==> src/include/host_monitor_consts.svh <==
`ifndef HOST_MONITOR_CONSTS_SVH
`define HOST_MONITOR_CONSTS_SVH

// Data path widths
`define HM_ADDR_W 32
`define HM_CNT_W 16
`define HM_CFG_ADDR_W 4

// Counter layout, region * 4 + type for the access counters
`define HM_NUM_ACC_CNT 8
`define HM_DMA_CNT_IDX 8

// Configuration register map
`define HM_THRESH_ADDR 4'd9
`define HM_IRQ_ADDR 4'd10
`define HM_UNMAPPED_RDATA 16'hDEAD

// Address rules, upper bound exclusive
`define HM_DBG_BASE 32'h0000_0000
`define HM_DBG_END 32'h1000_0000
`define HM_HYP_BASE 32'h8000_0000
`define HM_HYP_END 32'hC000_0000

`endif

==> src/verilog/host_monitor_pkg.sv <==
`include "host_monitor_consts.svh"

package host_monitor_pkg;

  // Memory access address
  typedef logic [`HM_ADDR_W-1:0] addr_t;

  // Counter value and configuration word
  typedef logic [`HM_CNT_W-1:0] cnt_t;

  typedef logic [`HM_CFG_ADDR_W-1:0] cfg_addr_t;

  // One-hot access event
  // bit = region * 4 + type
  // type 0 read hit, 1 read miss, 2 write hit, 3 write miss
  // region 0 debug, 1 HyperRAM
  typedef logic [`HM_NUM_ACC_CNT-1:0] acc_event_t;

  // Access seen at the last-level cache
  typedef struct packed {
    addr_t addr;
    logic  write;
    logic  hit;
  } mem_access_t;

  // Configuration port request, read and write are one-cycle strobes
  typedef struct packed {
    logic      write;
    logic      read;
    cfg_addr_t addr;
    cnt_t      wdata;
  } cfg_req_t;

endpackage

==> src/verilog/region_classifier.sv <==
`include "host_monitor_consts.svh"

module region_classifier (
  input  logic                          clk_i,
  input  logic                          reset_i,
  input  logic                          acc_valid_i,
  input  host_monitor_pkg::mem_access_t acc_i,
  output host_monitor_pkg::acc_event_t  event_o
);

  logic                         dbg_match;
  logic                         hyp_match;
  logic [1:0]                   acc_type;
  host_monitor_pkg::acc_event_t event_d;
  host_monitor_pkg::acc_event_t event_q;

  // Lower bound inclusive, upper bound exclusive
  function automatic logic in_rule(
    input host_monitor_pkg::addr_t addr,
    input host_monitor_pkg::addr_t lo,
    input host_monitor_pkg::addr_t hi
  );
    return (addr >= lo) && (addr < hi);
  endfunction

  assign dbg_match = in_rule(acc_i.addr, `HM_DBG_BASE, `HM_DBG_END);
  assign hyp_match = in_rule(acc_i.addr, `HM_HYP_BASE, `HM_HYP_END);

  // Write in the upper bit, miss in the lower
  assign acc_type = {acc_i.write, ~acc_i.hit};

  always_comb begin
    event_d = '0;
    if (acc_valid_i) begin
      if (dbg_match) begin
        event_d[{1'b0, acc_type}] = 1'b1;
      end else if (hyp_match) begin
        event_d[{1'b1, acc_type}] = 1'b1;
      end
    end
  end

  always_ff @(posedge clk_i) begin
    if (reset_i) begin
      event_q <= '0;
    end else begin
      event_q <= event_d;
    end
  end

  assign event_o = event_q;

endmodule

==> src/verilog/dma_event_receiver.sv <==
module dma_event_receiver (
  input  logic clk_i,
  input  logic reset_i,
  input  logic evt_valid_i,
  output logic evt_pulse_o,
  output logic evt_ack_o
);

  logic sync_q1;
  logic sync_q2;
  logic level_q;
  logic pulse_q;

  always_ff @(posedge clk_i) begin
    if (reset_i) begin
      sync_q1 <= 1'b0;
      sync_q2 <= 1'b0;
      level_q <= 1'b0;
      pulse_q <= 1'b0;
    end else begin
      // Toggle input comes from the cluster clock domain
      sync_q1 <= evt_valid_i;
      sync_q2 <= sync_q1;
      level_q <= sync_q2;
      // One pulse for every change of the synchronized level
      pulse_q <= sync_q2 ^ level_q;
    end
  end

  // Sender sees its own level once it has crossed over
  assign evt_ack_o   = sync_q2;
  assign evt_pulse_o = pulse_q;

endmodule

==> src/verilog/event_counter_bank.sv <==
`include "host_monitor_consts.svh"

module event_counter_bank (
  input  logic                          clk_i,
  input  logic                          reset_i,
  input  host_monitor_pkg::acc_event_t  event_i,
  input  logic                          dma_pulse_i,
  input  host_monitor_pkg::cfg_req_t    cfg_i,
  output logic                          cfg_rvalid_o,
  output host_monitor_pkg::cnt_t        cfg_rdata_o,
  output logic                          irq_o
);

  // Access counters plus the DMA counter on top
  localparam int NumCnt = `HM_DMA_CNT_IDX + 1;

  host_monitor_pkg::cnt_t cnt_q   [NumCnt];
  host_monitor_pkg::cnt_t cnt_inc [NumCnt];
  host_monitor_pkg::cnt_t thresh_q;
  host_monitor_pkg::cnt_t rdata_d;
  host_monitor_pkg::cnt_t rdata_q;

  logic [NumCnt-1:0] inc;
  logic [NumCnt-1:0] wr_sel;
  logic [NumCnt-1:0] thresh_hit;
  logic              thresh_wr;
  logic              irq_clr;
  logic              irq_set;
  logic              irq_q;
  logic              rvalid_q;

  assign inc = {dma_pulse_i, event_i};

  always_comb begin
    for (int i = 0; i < NumCnt; i++) begin
      cnt_inc[i] = cnt_q[i] + 1'b1;
      wr_sel[i]  = cfg_i.write && (cfg_i.addr == host_monitor_pkg::cfg_addr_t'(i));
      // A write to the same counter suppresses the increment
      thresh_hit[i] = inc[i] && !wr_sel[i] && (thresh_q != '0) &&
                      (cnt_inc[i] == thresh_q);
    end
  end

  assign thresh_wr = cfg_i.write && (cfg_i.addr == `HM_THRESH_ADDR);
  assign irq_clr   = cfg_i.write && (cfg_i.addr == `HM_IRQ_ADDR);
  assign irq_set   = |thresh_hit;

  always_ff @(posedge clk_i) begin
    if (reset_i) begin
      for (int i = 0; i < NumCnt; i++) begin
        cnt_q[i] <= '0;
      end
      thresh_q <= '0;
      irq_q    <= 1'b0;
      rvalid_q <= 1'b0;
    end else begin
      for (int i = 0; i < NumCnt; i++) begin
        if (wr_sel[i]) begin
          cnt_q[i] <= cfg_i.wdata;
        end else if (inc[i]) begin
          cnt_q[i] <= cnt_inc[i];
        end
      end
      if (thresh_wr) begin
        thresh_q <= cfg_i.wdata;
      end
      // Set wins over a clear in the same cycle
      if (irq_set) begin
        irq_q <= 1'b1;
      end else if (irq_clr) begin
        irq_q <= 1'b0;
      end
      rvalid_q <= cfg_i.read;
    end
  end

  // Read mux, unmapped addresses fall through to the default
  always_comb begin
    rdata_d = `HM_UNMAPPED_RDATA;
    for (int i = 0; i < NumCnt; i++) begin
      if (cfg_i.addr == host_monitor_pkg::cfg_addr_t'(i)) begin
        rdata_d = cnt_q[i];
      end
    end
    if (cfg_i.addr == `HM_THRESH_ADDR) begin
      rdata_d = thresh_q;
    end
    if (cfg_i.addr == `HM_IRQ_ADDR) begin
      rdata_d = host_monitor_pkg::cnt_t'(irq_q);
    end
  end

  always_ff @(posedge clk_i) begin
    if (cfg_i.read) begin
      rdata_q <= rdata_d;
    end
  end

  assign cfg_rvalid_o = rvalid_q;
  assign cfg_rdata_o  = rdata_q;
  assign irq_o        = irq_q;

endmodule

==> src/verilog/host_monitor_top.sv <==
module host_monitor_top (
  input  logic                          clk_i,
  input  logic                          reset_i,

  // LLC access strobe
  input  logic                          acc_valid_i,
  input  host_monitor_pkg::mem_access_t acc_i,

  // Cluster DMA event, toggle style
  input  logic                          dma_evt_valid_i,
  output logic                          dma_evt_ack_o,

  // Configuration port
  input  host_monitor_pkg::cfg_req_t    cfg_i,
  output logic                          cfg_rvalid_o,
  output host_monitor_pkg::cnt_t        cfg_rdata_o,

  output logic                          irq_o
);

  host_monitor_pkg::acc_event_t acc_event;
  logic                         dma_pulse;

  region_classifier u_region_classifier (
    .clk_i       ( clk_i       ),
    .reset_i     ( reset_i     ),
    .acc_valid_i ( acc_valid_i ),
    .acc_i       ( acc_i       ),
    .event_o     ( acc_event   )
  );

  dma_event_receiver u_dma_event_receiver (
    .clk_i       ( clk_i           ),
    .reset_i     ( reset_i         ),
    .evt_valid_i ( dma_evt_valid_i ),
    .evt_pulse_o ( dma_pulse       ),
    .evt_ack_o   ( dma_evt_ack_o   )
  );

  // Both event sources meet in the counter bank
  event_counter_bank u_event_counter_bank (
    .clk_i        ( clk_i        ),
    .reset_i      ( reset_i      ),
    .event_i      ( acc_event    ),
    .dma_pulse_i  ( dma_pulse    ),
    .cfg_i        ( cfg_i        ),
    .cfg_rvalid_o ( cfg_rvalid_o ),
    .cfg_rdata_o  ( cfg_rdata_o  ),
    .irq_o        ( irq_o        )
  );

endmodule

==> config.mk <==
export PLATFORM = sky130hd
export DESIGN_NAME = host_monitor_top
export DESIGN_NICKNAME = d
export VERILOG_FILES = /design/src/verilog/host_monitor_pkg.sv /design/src/verilog/region_classifier.sv /design/src/verilog/dma_event_receiver.sv /design/src/verilog/event_counter_bank.sv /design/src/verilog/host_monitor_top.sv
export VERILOG_INCLUDE_DIRS = /design/src /design/src/include
export SDC_FILE = /design/constraint.sdc
export NUM_CORES = 1
export LEC_CHECK = 0
export ABC_CLOCK_PERIOD_IN_PS = 3600
export BUFFER_PORTS_ARGS = -buffer_cell sky130_fd_sc_hd__buf_2
export CAP_MARGIN = 20
export CORE_ASPECT_RATIO = 1.5
export CORE_MARGIN = 2
export CORE_UTILIZATION = 55
export DETAILED_ROUTE_END_ITERATION = 7
export PLACE_DENSITY_LB_ADDON = 0.3
export SYNTH_ARGS = -nofsm -noshare
export SYNTH_HDL_FRONTEND = slang
export SYNTH_SLANG_ARGS = --single-unit
==> constraint.sdc <==
create_clock -name clk_i -period 3.6 [get_ports clk_i]
set_clock_uncertainty 0.1 [all_clocks]
set_input_delay 0.54 -clock clk_i [delete_from_list [all_inputs] [get_ports clk_i]]
set_output_delay 0.54 -clock clk_i [all_outputs]
set_load 0.01 [all_outputs]
==> summary.txt <==
Clock tree
  – Worst skew pair latency: 460 ps
  – Max clock buf depth: 2
  – Number of post-CTS setup repair buffers: 0
  – Clock root cell: clkbuf_16
  – Resize count post-CTS: 0
  – Sink Count: 190
  – CTS tree: done
  – Hold-fix buffers, CTS: 0
  – Num CTS Buffers: 17
  – Reg clk slew, reported paths: 80 ps
  – H-tree depth: 4

Timing
  – RSZ-0062 raised after global routing: false
  – Tightest Pin Transition: 992 ps
  – Tcrit/Tclk final: 96.1%
  – Tmin final: 3460 ps
  – Final hold vios: 0
  – Slew headroom: 33.6%
  – Final slew viol count: 0
  – Setup violation total in the final timing report: 0
  – Fmax: 289 MHz
  – Fin Setup TNS: 0 ps

Die
  – Top Ports: 79
  – Die H: 205 um
  – Core area: 26,500 sq um
  – FP Rows: 73
  – Die area: 28,200 sq um
  – Die X: 138 um
  – Initial core utilization: 55.7%

Pwr
  – Switching fraction of total power: 31.5%
  – PwrDens: 348 nW/um^2
  – Internal power: 3.84 mW
  – Psw: 1.76 mW
  – Power share of the clock group: 35.2%
  – Sequential share of power: 48.4%
  – Overall power: 5.60 mW
  – Combinational share of power: 16.4%
  – Max VDD drop: 0.365 mV
  – Pleak: 5.33 nW

Critical path
  – Crit path arrival time: 3660 ps
  – Worst r2r src: u_event_counter_bank.cnt_q[1][1]
  – Nature of the critical path startpoint: flop
  – Worst Path Max Fanout: 8
  – Type of the worst setup path: flop to flop
  – Critical path required time: 3800 ps
  – Setup crit end kind: flop
  – CP startpoint: u_event_counter_bank.cnt_q[1][1]

Synthesis
  – Yosys reg bits: 190
  – Distinct cells, synth: 81
  – Mapped Area: 14,800 sq um
  – Synth async-reset ratio: 0%
  – Yosys warning count: 0
  – Main synth FF type: edfxtp_1
  – Part of the Yosys area used for sequential elements: 36.6%
  – Mean post-synth cell area: 8.82 sq um
  – Number of flops mapped to enable cells by yosys: 160
  – Mapped Cells: 1,672
  – Synth Net Count: 1,741

Finish
  – P&R area growth vs syn: 9.14%
  – Fin nets: 1,739
  – Fillers: 2,268
  – Reg area: 5410 sq um
  – Share of cells above drive strength 1: 12.5%
  – Area taken by multi-input logic gates: 8720 sq um
  – N_diodes: 0
  – Finished Core Util: 60.8%

Place
  – IO Port Bufs: 50
  – RD Place Congestion: 1.02
  – Dpl hpwl: 38.9 mm

Global route
  – Remaining Overflow, GRT: 0
  – Largest net degree at the start of global routing: 42
  – Total GRT Usage: 40.9%
  – Initial antenna violation count: 0
  – Vias in the first global route: 13,617
  – Global-route wire length before repair: 83.5 mm

Flow run
  – Max-cap violation count: 0

Drt
  – Vias/cell: 7.01
  – Pre-Repair DR Iteration Count: 7
  – Routed vias: 14,162
  – # DRC: 0
  – DRT antenna net count: 0
  – Final WL: 56.7 mm
  – Initial detailed-routing violation count: 1,934
  – Routed WL per cell: 28.1 um

Run status
  – Status: finished clean

Worst hold path
  – Min-Delay Path Class: input pin to flop
  – Hold Startpoint: dma_evt_valid_i
sequential cells by signal, summed over array words and instances (netlist names):
signal                             cells
u_dma_event_receiver.sync_q1           1
u_dma_event_receiver.level_q           1
u_event_counter_bank.irq_o             1
u_dma_event_receiver.evt_pulse_o       1
u_event_counter_bank.cfg_rdata_o      16
u_region_classifier.event_o            8
u_event_counter_bank.cnt_q           144
u_dma_event_receiver.evt_ack_o         1
u_event_counter_bank.thresh_q         16
u_event_counter_bank.cfg_rvalid_o      1
cell usage after synthesis (22+ instances only):
cell type | count | area share (%)
dfxtp_1 | 30 | 4.1
nand4_1 | 38 | 1.6
nand2_1 | 146 | 3.7
a21oi_1 | 58 | 2.0
mux2i_1 | 30 | 2.0
a211oi_1 | 119 | 6.1
nor3_1 | 43 | 1.5
nand3_1 | 65 | 2.2
buf_1 | 22 | 0.56
edfxtp_1 | 160 | 33
nor4_1 | 32 | 1.4
o22ai_1 | 28 | 1.2
xor2_1 | 86 | 5.1
xnor2_1 | 155 | 9.2
clkbuf_1 | 109 | 2.8
o21ai_0 | 46 | 1.6
nor2_1 | 192 | 4.9
power by group through the flow:
stage / Clock, mW / Combinational [mW] / Sequential (mW)
3_3_place_gp: 0 / 0.877 / 2.74
5_1_grt: 2.04 / 0.974 / 2.72
3_5_place_dp: 0 / 0.887 / 2.75
4_1_cts: 1.98 / 0.892 / 2.70
6_report: 1.97 / 0.920 / 2.71
2_1_floorplan: 0 / 0.610 / 2.66
metrics by stage:
step | setup slack [ps] | cells | hold slack (ps) | area (sq um)
finish | 142 | 2020 | 192 | 16100
detailed placement | 316 | 1987 | 345 | 15500
global placement | 322 | 1987 | 318 | 15500
CTS | 267 | 2019 | 182 | 16100
floorplan | 555 | 1672 | 314 | 14800
global route | 80.6 | 2020 | 205 | 16100
path summary, 6_finish.rpt:
check | slack, ps | cells past startpoint | endpoint
min | 190 | 2 | u_dma_event_receiver.sync_q1
max reg2reg | 140 | 10 | u_event_counter_bank.irq_o
max | 140 | 10 | u_event_counter_bank.irq_o
min reg2reg | 360 | 1 | u_dma_event_receiver.evt_ack_o
critical path, stage by stage, from the launching register on:
cell,delay (ps)
edfxtp_1,430
ha_1,220
nand3_1,290
nor3_1,580
nand2_1,140
xor2_1,180
o211ai_1,200
nor4_1,80
buf_4,160
a311oi_1,730
a41oi_2,180
placed cells by master, fill, tap and decap left out, drive strengths merged, types with 6 or more instances in the layout:
cell type and count:
o21ai 47, clkinv 6, and2 8, or2 7
buf 127, and3 17, nor4 36, nor2 192
nor2b 17, edfxtp 160, mux2i 30, or4 10
xnor2 155, dfxtp 30, mux4 12, and4 15
o22ai 28, nand2b 20, a2111oi 7, a22oi 11
ha 9, a211oi 119, nand4 38, o2111ai 9
o211ai 18, mux2 7, nand3 68, or3 17
nor3b 11, xor2 86, nand2 147, clkbuf 18
a21oi 58, a31oi 12, inv 30, nor3 44
kinds of logic (layout without fill, tap and decap cells):
family,Yosys count,after routing,synth area share [%]
buffers and inverters,170,181,4.54
xor gates and xnor gates,245,245,14.9
DFF,190,190,36.6
muxes,49,49,4.40
AOI/OAI and AO/OA,351,351,16.4
and+or+nand+nor,658,658,22.3
adders and majority gates,9,9,0.763
layout make-up:
| cell class | instances | share of cell area, % |
|---|---|---|
| inverters | 22 | 0.513 |
| clock inverters | 14 | 0.886 |
| repair buffers | 127 | 5.43 |
| clock buffers | 18 | 2.80 |
| multi-input cells | 1312 | 54.2 |
| flip-flops and latches | 190 | 33.6 |
| well taps | 337 | 2.62 |
per-layer routing:
| metal | global-route usage, % | share of wire [%] |
|---|---|---|
| met5 | 0 | 0 |
| met4 | 32.9 | 9.7 |
| met3 | 9.80 | 11 |
| met2 | 62.8 | 45 |
| met1 | 48.3 | 34 |
Note: power is estimated with default switching activity, not from simulation.
